<file path="src/rtl/dcache_pkg.sv">
package dcache_pkg;

    //////////////////////////////////////////////////
    // Geometry
    //////////////////////////////////////////////////
    localparam int ADDR_WIDTH     = 32;
    localparam int WORD_WIDTH     = 32;
    localparam int WORD_BYTES     = WORD_WIDTH / 8;
    localparam int LINE_BYTES     = 16;
    localparam int LINE_WIDTH     = LINE_BYTES * 8;
    localparam int NWAY           = 2;
    localparam int WAY_WIDTH      = 1;
    localparam int NSET           = 16;
    localparam int OFFSET_WIDTH   = 4;
    localparam int INDEX_WIDTH    = 4;
    localparam int TAG_WIDTH      = ADDR_WIDTH - INDEX_WIDTH - OFFSET_WIDTH;
    localparam int WORDS_PER_LINE = LINE_BYTES / WORD_BYTES;
    localparam int LFSR_WIDTH     = 16;

    //////////////////////////////////////////////////
    // Encodings
    //////////////////////////////////////////////////
    typedef enum logic [1:0] {
        OP_LOAD,
        OP_STORE,
        OP_UNC_LOAD,
        OP_UNC_STORE
    } op_e;

    typedef enum logic [1:0] {
        EX_IDLE,
        EX_EVICT_WAIT,
        EX_REFILL_WAIT,
        EX_UNC_WAIT
    } ex_state_e;

    //////////////////////////////////////////////////
    // Ports and pipeline payload
    //////////////////////////////////////////////////
    // All-zero wstrb means a load
    typedef struct packed {
        logic [ADDR_WIDTH-1:0] addr;
        logic [WORD_WIDTH-1:0] wdata;
        logic [WORD_BYTES-1:0] wstrb;
        logic                  uncached;
    } cpu_req_t;

    typedef struct packed {
        logic                  valid;
        logic [WORD_WIDTH-1:0] rdata;
    } cpu_rsp_t;

    // Single-word accesses use the line lanes selected by wstrb
    typedef struct packed {
        logic                  valid;
        logic                  write;
        logic                  line;
        logic [ADDR_WIDTH-1:0] addr;
        logic [LINE_WIDTH-1:0] wdata;
        logic [LINE_BYTES-1:0] wstrb;
    } mem_req_t;

    typedef struct packed {
        logic                  valid;
        logic [LINE_WIDTH-1:0] rdata;
    } mem_rsp_t;

    typedef struct packed {
        logic                 valid;
        logic                 dirty;
        logic [TAG_WIDTH-1:0] tag;
    } tag_entry_t;

    typedef struct packed {
        logic                             valid;
        op_e                              op;
        cpu_req_t                         req;
        logic                             hit;
        logic [WAY_WIDTH-1:0]             hit_way;
        tag_entry_t [NWAY-1:0]            entry;
        logic [NWAY-1:0][LINE_WIDTH-1:0]  line;
    } stage_t;

endpackage

</file>
<file path="src/rtl/dcache_ram.sv">
`timescale 1ns/100ps

module dcache_ram (
    input  logic                                                    clk,
    input  logic                                                    rst,
    input  logic [dcache_pkg::INDEX_WIDTH-1:0]                      rd_index_i,
    input  logic [dcache_pkg::NWAY-1:0]                             wr_en_i,
    input  logic [dcache_pkg::INDEX_WIDTH-1:0]                      wr_index_i,
    input  dcache_pkg::tag_entry_t                                  wr_entry_i,
    input  logic [dcache_pkg::LINE_WIDTH-1:0]                       wr_line_i,
    output dcache_pkg::tag_entry_t [dcache_pkg::NWAY-1:0]           entry_o,
    output logic [dcache_pkg::NWAY-1:0][dcache_pkg::LINE_WIDTH-1:0] line_o
);

    logic [dcache_pkg::INDEX_WIDTH-1:0] rd_index_q;
    logic [dcache_pkg::NSET-1:0]        valid_q [dcache_pkg::NWAY];
    logic [dcache_pkg::TAG_WIDTH:0]     meta_mem [dcache_pkg::NWAY][dcache_pkg::NSET];
    logic [dcache_pkg::LINE_WIDTH-1:0]  line_mem [dcache_pkg::NWAY][dcache_pkg::NSET];

    // Registered read index, arrays read through it
    always_ff @(posedge clk) begin
        rd_index_q <= rd_index_i;
    end

    // Valid bits live in flops so reset can clear every set
    always_ff @(posedge clk) begin
        if (rst) begin
            for (int w = 0; w < dcache_pkg::NWAY; w++) begin
                valid_q[w] <= '0;
            end
        end else begin
            for (int w = 0; w < dcache_pkg::NWAY; w++) begin
                if (wr_en_i[w]) begin
                    valid_q[w][wr_index_i] <= wr_entry_i.valid;
                end
            end
        end
    end

    // Dirty bit and tag, then line data
    always_ff @(posedge clk) begin
        for (int w = 0; w < dcache_pkg::NWAY; w++) begin
            if (wr_en_i[w]) begin
                meta_mem[w][wr_index_i] <= {wr_entry_i.dirty, wr_entry_i.tag};
                line_mem[w][wr_index_i] <= wr_line_i;
            end
        end
    end

    always_comb begin
        for (int w = 0; w < dcache_pkg::NWAY; w++) begin
            entry_o[w].valid = valid_q[w][rd_index_q];
            entry_o[w].dirty = meta_mem[w][rd_index_q][dcache_pkg::TAG_WIDTH];
            entry_o[w].tag   = meta_mem[w][rd_index_q][dcache_pkg::TAG_WIDTH-1:0];
            line_o[w]        = line_mem[w][rd_index_q];
        end
    end

endmodule

</file>
<file path="src/rtl/dcache_result.sv">
`timescale 1ns/100ps

module dcache_result (
    input  logic [dcache_pkg::LINE_WIDTH-1:0] line_i,
    input  logic [dcache_pkg::ADDR_WIDTH-1:0] addr_i,
    input  logic [dcache_pkg::WORD_WIDTH-1:0] wdata_i,
    input  logic [dcache_pkg::WORD_BYTES-1:0] wstrb_i,
    output logic [dcache_pkg::LINE_WIDTH-1:0] line_o,
    output logic [dcache_pkg::WORD_WIDTH-1:0] word_o
);

    logic [dcache_pkg::OFFSET_WIDTH-3:0] word_sel;
    logic [dcache_pkg::WORD_WIDTH-1:0]   merged_word;

    assign word_sel = addr_i[dcache_pkg::OFFSET_WIDTH-1:2];

    // Addressed word before any store bytes land
    assign word_o = line_i[word_sel*dcache_pkg::WORD_WIDTH +: dcache_pkg::WORD_WIDTH];

    // Byte merge under wstrb
    always_comb begin
        for (int b = 0; b < dcache_pkg::WORD_BYTES; b++) begin
            merged_word[b*8 +: 8] = wstrb_i[b] ? wdata_i[b*8 +: 8] : word_o[b*8 +: 8];
        end
    end

    always_comb begin
        line_o = line_i;
        line_o[word_sel*dcache_pkg::WORD_WIDTH +: dcache_pkg::WORD_WIDTH] = merged_word;
    end

endmodule

</file>
<file path="src/rtl/dcache_decode.sv">
`timescale 1ns/100ps

module dcache_decode (
    input  logic                                                    clk,
    input  logic                                                    rst,
    input  logic                                                    accept_i,
    input  logic                                                    hold_i,
    input  dcache_pkg::cpu_req_t                                    req_i,
    input  dcache_pkg::tag_entry_t [dcache_pkg::NWAY-1:0]           entry_i,
    input  logic [dcache_pkg::NWAY-1:0][dcache_pkg::LINE_WIDTH-1:0] line_i,
    output dcache_pkg::stage_t                                      stage_o
);

    logic                               valid_q;
    dcache_pkg::cpu_req_t               req_q;
    logic [dcache_pkg::TAG_WIDTH-1:0]   req_tag;
    logic [dcache_pkg::NWAY-1:0]        way_hit;
    logic [dcache_pkg::WAY_WIDTH-1:0]   hit_way;

    //////////////////////////////////////////////////
    // Stage 2 register
    //////////////////////////////////////////////////
    // Kept while stage 3 is blocked
    always_ff @(posedge clk) begin
        if (rst) begin
            valid_q <= 1'b0;
        end else if (accept_i) begin
            valid_q <= 1'b1;
        end else if (!hold_i) begin
            valid_q <= 1'b0;
        end
    end

    always_ff @(posedge clk) begin
        if (accept_i) begin
            req_q <= req_i;
        end
    end

    //////////////////////////////////////////////////
    // Tag compare
    //////////////////////////////////////////////////
    assign req_tag = req_q.addr[dcache_pkg::ADDR_WIDTH-1 -: dcache_pkg::TAG_WIDTH];

    always_comb begin
        hit_way = '0;
        for (int w = 0; w < dcache_pkg::NWAY; w++) begin
            way_hit[w] = entry_i[w].valid && (entry_i[w].tag == req_tag);
            if (way_hit[w]) begin
                hit_way = w[dcache_pkg::WAY_WIDTH-1:0];
            end
        end
    end

    always_comb begin
        stage_o.valid = valid_q;
        stage_o.req   = req_q;
        case ({req_q.uncached, |req_q.wstrb})
            2'b00:   stage_o.op = dcache_pkg::OP_LOAD;
            2'b01:   stage_o.op = dcache_pkg::OP_STORE;
            2'b10:   stage_o.op = dcache_pkg::OP_UNC_LOAD;
            default: stage_o.op = dcache_pkg::OP_UNC_STORE;
        endcase
        // Uncached accesses always go to memory
        stage_o.hit     = (|way_hit) && !req_q.uncached;
        stage_o.hit_way = hit_way;
        // Both ways travel along, stage 3 picks the victim
        stage_o.entry   = entry_i;
        stage_o.line    = line_i;
    end

endmodule

</file>
<file path="src/rtl/dcache_execute.sv">
`timescale 1ns/100ps

module dcache_execute (
    input  logic                                 clk,
    input  logic                                 rst,
    input  dcache_pkg::stage_t                   stage_i,
    input  dcache_pkg::mem_rsp_t                 mem_rsp_i,
    output dcache_pkg::mem_req_t                 mem_req_o,
    output dcache_pkg::cpu_rsp_t                 rsp_o,
    output logic                                 busy_o,
    output logic [dcache_pkg::NWAY-1:0]          wr_en_o,
    output logic [dcache_pkg::INDEX_WIDTH-1:0]   wr_index_o,
    output dcache_pkg::tag_entry_t               wr_entry_o,
    output logic [dcache_pkg::LINE_WIDTH-1:0]    wr_line_o
);

    dcache_pkg::stage_t                 s3_q;
    dcache_pkg::ex_state_e              state_q;
    dcache_pkg::ex_state_e              state_d;
    dcache_pkg::mem_req_t               mem_req_d;
    logic [dcache_pkg::LFSR_WIDTH-1:0]  lfsr_q;
    logic [dcache_pkg::WAY_WIDTH-1:0]   victim;
    logic [dcache_pkg::WAY_WIDTH-1:0]   victim_q;
    logic                               victim_dirty;
    logic                               is_store;
    logic                               done;
    logic [dcache_pkg::INDEX_WIDTH-1:0] index;
    logic [dcache_pkg::TAG_WIDTH-1:0]   tag;
    logic [dcache_pkg::LINE_WIDTH-1:0]  src_line;
    logic [dcache_pkg::LINE_WIDTH-1:0]  merged_line;
    logic [dcache_pkg::WORD_WIDTH-1:0]  word;

    //////////////////////////////////////////////////
    // Stage 3 register, FSM and LFSR
    //////////////////////////////////////////////////
    always_ff @(posedge clk) begin
        if (rst) begin
            state_q         <= dcache_pkg::EX_IDLE;
            lfsr_q          <= '1;
            s3_q.valid      <= 1'b0;
            mem_req_o.valid <= 1'b0;
        end else begin
            state_q   <= state_d;
            lfsr_q    <= {lfsr_q[dcache_pkg::LFSR_WIDTH-2:0],
                          lfsr_q[15] ^ lfsr_q[13] ^ lfsr_q[12] ^ lfsr_q[10]};
            mem_req_o <= mem_req_d;
            if (!busy_o) begin
                s3_q <= stage_i;
            end else if (done) begin
                s3_q.valid <= 1'b0;
            end
        end
    end

    // Victim frozen once the miss leaves idle
    always_ff @(posedge clk) begin
        if (state_q == dcache_pkg::EX_IDLE) begin
            victim_q <= victim;
        end
    end

    assign index        = s3_q.req.addr[dcache_pkg::OFFSET_WIDTH +: dcache_pkg::INDEX_WIDTH];
    assign tag          = s3_q.req.addr[dcache_pkg::ADDR_WIDTH-1 -: dcache_pkg::TAG_WIDTH];
    assign is_store     = (s3_q.op == dcache_pkg::OP_STORE) || (s3_q.op == dcache_pkg::OP_UNC_STORE);
    assign victim       = lfsr_q[dcache_pkg::WAY_WIDTH-1:0];
    assign victim_dirty = s3_q.entry[victim].valid && s3_q.entry[victim].dirty;
    assign done         = mem_rsp_i.valid && (state_q == dcache_pkg::EX_REFILL_WAIT ||
                                              state_q == dcache_pkg::EX_UNC_WAIT);
    assign busy_o       = (state_q != dcache_pkg::EX_IDLE) || (s3_q.valid && !s3_q.hit);

    // Hit line while idle, memory line otherwise
    assign src_line = (state_q == dcache_pkg::EX_IDLE) ? s3_q.line[s3_q.hit_way] : mem_rsp_i.rdata;

    dcache_result result_i (
        .line_i  (src_line),
        .addr_i  (s3_q.req.addr),
        .wdata_i (s3_q.req.wdata),
        .wstrb_i (s3_q.req.wstrb),
        .line_o  (merged_line),
        .word_o  (word)
    );

    //////////////////////////////////////////////////
    // Memory traffic
    //////////////////////////////////////////////////
    always_comb begin
        state_d        = state_q;
        mem_req_d      = '0;
        // Default is the refill read of the request line
        mem_req_d.line = 1'b1;
        mem_req_d.addr = {tag, index, {dcache_pkg::OFFSET_WIDTH{1'b0}}};
        case (state_q)
            dcache_pkg::EX_IDLE: begin
                if (s3_q.valid && !s3_q.hit) begin
                    mem_req_d.valid = 1'b1;
                    if (s3_q.req.uncached) begin
                        mem_req_d.write = is_store;
                        mem_req_d.line  = 1'b0;
                        mem_req_d.addr  = s3_q.req.addr;
                        mem_req_d.wdata = {dcache_pkg::WORDS_PER_LINE{s3_q.req.wdata}};
                        mem_req_d.wstrb =
                            {{(dcache_pkg::LINE_BYTES - dcache_pkg::WORD_BYTES){1'b0}},
                             s3_q.req.wstrb} << {s3_q.req.addr[dcache_pkg::OFFSET_WIDTH-1:2], 2'b00};
                        state_d = dcache_pkg::EX_UNC_WAIT;
                    end else if (victim_dirty) begin
                        // Full line write back of the victim first
                        mem_req_d.write = 1'b1;
                        mem_req_d.addr  = {s3_q.entry[victim].tag, index,
                                           {dcache_pkg::OFFSET_WIDTH{1'b0}}};
                        mem_req_d.wdata = s3_q.line[victim];
                        mem_req_d.wstrb = '1;
                        state_d = dcache_pkg::EX_EVICT_WAIT;
                    end else begin
                        state_d = dcache_pkg::EX_REFILL_WAIT;
                    end
                end
            end
            dcache_pkg::EX_EVICT_WAIT: begin
                if (mem_rsp_i.valid) begin
                    mem_req_d.valid = 1'b1;
                    state_d = dcache_pkg::EX_REFILL_WAIT;
                end
            end
            default: begin
                if (mem_rsp_i.valid) begin
                    state_d = dcache_pkg::EX_IDLE;
                end
            end
        endcase
    end

    //////////////////////////////////////////////////
    // Array writes and CPU response
    //////////////////////////////////////////////////
    always_comb begin
        wr_en_o    = '0;
        wr_index_o = index;
        wr_line_o  = merged_line;
        wr_entry_o = '{valid: 1'b1, dirty: is_store, tag: tag};
        if (state_q == dcache_pkg::EX_IDLE && s3_q.valid && s3_q.hit && is_store) begin
            wr_en_o[s3_q.hit_way] = 1'b1;
        end else if (done && state_q == dcache_pkg::EX_REFILL_WAIT) begin
            // Write-allocate, store bytes already merged
            wr_en_o[victim_q] = 1'b1;
        end
    end

    always_comb begin
        rsp_o.valid = done || (state_q == dcache_pkg::EX_IDLE && s3_q.valid && s3_q.hit);
        rsp_o.rdata = (rsp_o.valid && !is_store) ? word : '0;
    end

endmodule

</file>
<file path="src/rtl/dcache_top.sv">
`timescale 1ns/100ps

module dcache_top (
    input  logic                 clk,
    input  logic                 rst,
    input  logic                 req_valid_i,
    input  dcache_pkg::cpu_req_t req_i,
    output logic                 ready_o,
    output dcache_pkg::cpu_rsp_t rsp_o,
    output dcache_pkg::mem_req_t mem_req_o,
    input  dcache_pkg::mem_rsp_t mem_rsp_i
);

    logic                                              accept;
    logic                                              busy;
    logic [1:0]                                        bubble_q;
    logic [dcache_pkg::INDEX_WIDTH-1:0]                rd_index;
    dcache_pkg::stage_t                                stage;
    dcache_pkg::tag_entry_t [dcache_pkg::NWAY-1:0]     entry;
    logic [dcache_pkg::NWAY-1:0][dcache_pkg::LINE_WIDTH-1:0] line;
    logic [dcache_pkg::NWAY-1:0]                       wr_en;
    logic [dcache_pkg::INDEX_WIDTH-1:0]                wr_index;
    dcache_pkg::tag_entry_t                            wr_entry;
    logic [dcache_pkg::LINE_WIDTH-1:0]                 wr_line;

    //////////////////////////////////////////////////
    // Stage 1 and CPU handshake
    //////////////////////////////////////////////////
    assign ready_o = !busy && (bubble_q == 2'd0);
    assign accept  = req_valid_i && ready_o;

    // Two idle cycles after a store so the next read sees its write
    always_ff @(posedge clk) begin
        if (rst) begin
            bubble_q <= 2'd0;
        end else if (accept && (|req_i.wstrb)) begin
            bubble_q <= 2'd2;
        end else if (bubble_q != 2'd0) begin
            bubble_q <= bubble_q - 2'd1;
        end
    end

    // Held item keeps re-reading its set, so refills show up in stage 2
    assign rd_index = accept ? req_i.addr[dcache_pkg::OFFSET_WIDTH +: dcache_pkg::INDEX_WIDTH]
                             : stage.req.addr[dcache_pkg::OFFSET_WIDTH +: dcache_pkg::INDEX_WIDTH];

    dcache_ram ram_i (
        .clk        (clk),
        .rst        (rst),
        .rd_index_i (rd_index),
        .wr_en_i    (wr_en),
        .wr_index_i (wr_index),
        .wr_entry_i (wr_entry),
        .wr_line_i  (wr_line),
        .entry_o    (entry),
        .line_o     (line)
    );

    dcache_decode decode_i (
        .clk      (clk),
        .rst      (rst),
        .accept_i (accept),
        .hold_i   (busy),
        .req_i    (req_i),
        .entry_i  (entry),
        .line_i   (line),
        .stage_o  (stage)
    );

    dcache_execute execute_i (
        .clk        (clk),
        .rst        (rst),
        .stage_i    (stage),
        .mem_rsp_i  (mem_rsp_i),
        .mem_req_o  (mem_req_o),
        .rsp_o      (rsp_o),
        .busy_o     (busy),
        .wr_en_o    (wr_en),
        .wr_index_o (wr_index),
        .wr_entry_o (wr_entry),
        .wr_line_o  (wr_line)
    );

endmodule

</file>
<file path="config.mk">
export PLATFORM = sky130hd
export DESIGN_NAME = dcache_top
export DESIGN_NICKNAME = d
export VERILOG_FILES = /design/src/rtl/dcache_pkg.sv /design/src/rtl/dcache_ram.sv /design/src/rtl/dcache_result.sv /design/src/rtl/dcache_decode.sv /design/src/rtl/dcache_execute.sv /design/src/rtl/dcache_top.sv
export SDC_FILE = /design/constraint.sdc
export NUM_CORES = 2
export LEC_CHECK = 0
export BUFFER_PORTS_ARGS = -buffer_cell sky130_fd_sc_hd__buf_2
export CAP_MARGIN = 20
export CELL_PAD_IN_SITES_DETAIL_PLACEMENT = 0
export CELL_PAD_IN_SITES_GLOBAL_PLACEMENT = 1
export CORE_MARGIN = 5
export CORE_UTILIZATION = 34
export DETAILED_ROUTE_END_ITERATION = 10
export PLACE_DENSITY_LB_ADDON = 0.1
export SETUP_SLACK_MARGIN = 0.05
export SLEW_MARGIN = 20
export SYNTH_ARGS = -nofsm -noshare
export SYNTH_HDL_FRONTEND = slang
export SYNTH_HIERARCHICAL = 1
export SYNTH_MEMORY_MAX_BITS = 65536
export SYNTH_SLANG_ARGS = --single-unit
</file>
<file path="constraint.sdc">
create_clock -name clk -period 26.7 [get_ports clk]
set_clock_uncertainty 0.05 [all_clocks]
set_input_delay 4.005 -clock clk [delete_from_list [all_inputs] [get_ports clk]]
set_output_delay 4.005 -clock clk [all_outputs]
set_load 0.05 [all_outputs]
</file>
==> summary.txt <==
Clocking
  – Clock tree from TritonCTS: built
  – Max Buffers Root-to-Sink: 4
  – Clock transition at the registers of the reported paths: 0.06 ns
  – Insertion delay to the later sink of the worst-skew pair: 1.11 ns
  – Setup Fix Bufs, Post-CTS: 0
  – CTS Root Buffer Type: sky130_fd_sc_hd__clkbuf_16
  – Num CTS Buffers: 625
  – Post-cts gate resize count: 0
  – H-tree depth: 6
  – Cts-stage hold buffer count: 0
  – Number of sinks driven by the clock tree: 5583

Routing
  – DRC violation total after the first TritonRoute iteration: 15500
  – Antenna Nets Post-Route: 0
  – Remaining routing DRC violations: 0
  – Routed WL: 831000 um
  – Pre-antenna DRT Iters: 6
  – Per-cell via count in the routed design: 5.73
  – Wire length per cell: 41.3 um
  – Total via count after detailed routing: 115000

Global routing
  – Initial antenna violation count: 140
  – Gr usage total: 0.247
  – Via count of the first global-routing pass: 114000
  – GR Overflow Total: 0
  – Layer carrying the most global-route usage: met2
  – Wire length of the first global-routing pass: 1090000 um
  – Global routing usage on met2: 0.384
  – Maximum number of pins on one net before global-route repair: 123
  – Global-route track usage on met3: 0.0524
  – Met1 global-route usage: 0.352

Floorplanning
  – Width of the die: 810 um
  – Area of the placeable core: 637000 um2
  – Initial Util: 0.341
  – Vertical die dimension: 810 um
  – Total die area: 656000 um2
  – Core Rows: 293
  – Boundary Pins: 414

Power
  – Leak: 81.5 nW
  – Total power of the final layout: 0.0231 W
  – Peak VDD IR: 0.0000668 V
  – Power Density: 92.2 nW/um2

Worst setup path
  – Startpoint kind of the worst setup timing path: register
  – Critical path required time: 22.65 ns
  – Reg-to-Reg Start: ram_i/rd_index_q[0]
  – CP Capture Point: rsp_o[15]
  – Total number of cells along the worst setup path: 10
  – Buffers & Inverters on Critical Path: 6
  – Register-to-Register Path Depth: 9
  – CP max-delay cell: sky130_fd_sc_hd__o21ai_1
  – Critical Path End Type: primary output
  – Destination of the worst register-to-register timing path: execute_i/s3_q[122]
  – Critical Path Source: execute_i/s3_q[308]
  – Max FO, Critical Path: 33
  – Slowest Stage Delay on Critical Path: 0.74 ns
  – Worst R2R Setup Slack: 20.17 ns
  – Kind of cell adding the most delay to the critical path: buffers and inverters
  – Arrival time reported for the critical path endpoint: 6.73 ns
  – Cell Chain, Critical Path: buf_4 > buf_4 > buf_4 > buf_4 > buf_4 > mux2i_1 > o21ai_1 > mux4_2 > and2_1 > buf_2
  – CP Class: register to primary output
  – Most used cell, CP: sky130_fd_sc_hd__buf_4

Finish
  – Area growth from synthesis to layout: 15.1%
  – # nets final: 11300
  – Share of layout cells above drive strength 1: 0.268

Placement
  – HPWL after detailed placement: 503000 um
  – Port buffer count: 413
  – Post-Place Worst Slack: 16.22 ns
  – GP Congestion: 0.841

Logic synthesis
  – Number of warnings reported in the yosys synthesis log: 6
  – Netlist area before placement: 217000 um2
  – Mean Syn Cell Area: 20.7 um2
  – Synthesized net count: 10700
  – Cells after Synth: 10500

Timing
  – Min cycle time layout: 10.79 ns
  – Count of final max-slew check failures: 0
  – Final Worst Setup Slack: 15.91 ns
  – Slew at the pin closest to its max-slew limit: 1.30 ns
  – Peak clock frequency supported by timing: 0.0927 GHz
  – Setup_tns: 0 ns
  – Hold Violations, Final: 0
  – Remaining max-slew budget at the tightest pin: 0.122
  – Number of setup violations in the final report: 0
  – Setup repair after global routing missed its margin: no
  – Period utilisation layout: 0.404

Run
  – Max-cap violation count: 0

Min path
  – Cell count of the worst hold path: 1
  – Type of the tightest min-delay check: register to register

Status
  – Result of the run: finished clean
-- stage by stage --
stage / std cells / hold slack [ns] / area [um2] / util
global placement: 18900 / 0.346 / 230000 / 0.361
floorplan: 10500 / 0.339 / 217000 / -
CTS: 20000 / 0.352 / 249000 / 0.392
detailed placement: 18900 / 0.345 / 230000 / 0.361
global route: 20000 / 0.375 / 250000 / 0.393
finish: 20100 / 0.351 / 250000 / 0.393
-- cells in the final DEF (no fill, tap or decap), types with 49 or more instances in the layout --
cell type and instances:
sky130_fd_sc_hd__mux4_2 1053, sky130_fd_sc_hd__o22ai_2 50, sky130_fd_sc_hd__buf_2 414, sky130_fd_sc_hd__nand3_1 137
sky130_fd_sc_hd__clkbuf_16 640, sky130_fd_sc_hd__clkbuf_1 145, sky130_fd_sc_hd__clkinv_2 86, sky130_fd_sc_hd__buf_4 446
sky130_fd_sc_hd__inv_1 102, sky130_fd_sc_hd__or2_2 49, sky130_fd_sc_hd__diode_2 100, sky130_fd_sc_hd__clkinv_1 141
sky130_fd_sc_hd__mux2i_1 703, sky130_fd_sc_hd__a22oi_1 709, sky130_fd_sc_hd__nand2_1 489, sky130_fd_sc_hd__o21ai_0 242
sky130_fd_sc_hd__edfxtp_1 5556
-- power breakdown --
group | internal, W | switching (W) | total [W]
Combinational | 0.00118 | 0.00283 | 0.00401
Sequential | 0.0106 | 0.000246 | 0.0108
Clock | 0.00471 | 0.00354 | 0.00825
-- layer usage --
| metal | up-vias | wire (um) |
|---|---|---|
| met4 | 36 | 25600 |
| met2 | 5567 | 380000 |
| li1 | 44500 | - |
| met3 | 1015 | 68600 |
| met5 | - | 224 |
| met1 | 64200 | 357000 |
-- flip-flops by register name (all words and copies together), names as in the netlist, 2 cells and up --
signal                cells
bubble_q                  2
decode_i/stage_o         69
execute_i/lfsr_q         16
execute_i/mem_req_o     179
execute_i/s3_q          353
execute_i/state_q         2
execute_i/wr_entry_o     24
execute_i/wr_index_o      4
ram_i/line_mem         4096
ram_i/meta_mem          800
ram_i/rd_index_q          4
ram_i/valid_q            32
-- worst min-delay path by stage --
stage | to | slack (ns) | startpoint
finish | execute_i/lfsr_q[8] | 0.35 | execute_i/lfsr_q[7]
global route | execute_i/lfsr_q[3] | 0.38 | execute_i/lfsr_q[2]
CTS | execute_i/lfsr_q[8] | 0.35 | execute_i/lfsr_q[7]
detailed placement | execute_i/lfsr_q[8] | 0.35 | execute_i/lfsr_q[7]
global placement | execute_i/lfsr_q[8] | 0.35 | execute_i/lfsr_q[7]
floorplan | execute_i/lfsr_q[10] | 0.34 | execute_i/lfsr_q[9]
-- cell type report --
class,instances,area [um2]
multi-input combinational,3889,45700
tap,8407,10500
fill,57300,387000
clock inverter,313,2630
timing repair buffer,935,6920
inverter,104,398
antenna,100,250
sequential,5583,167000
clock buffer,789,16600
(Power assumes the default switching activity.)
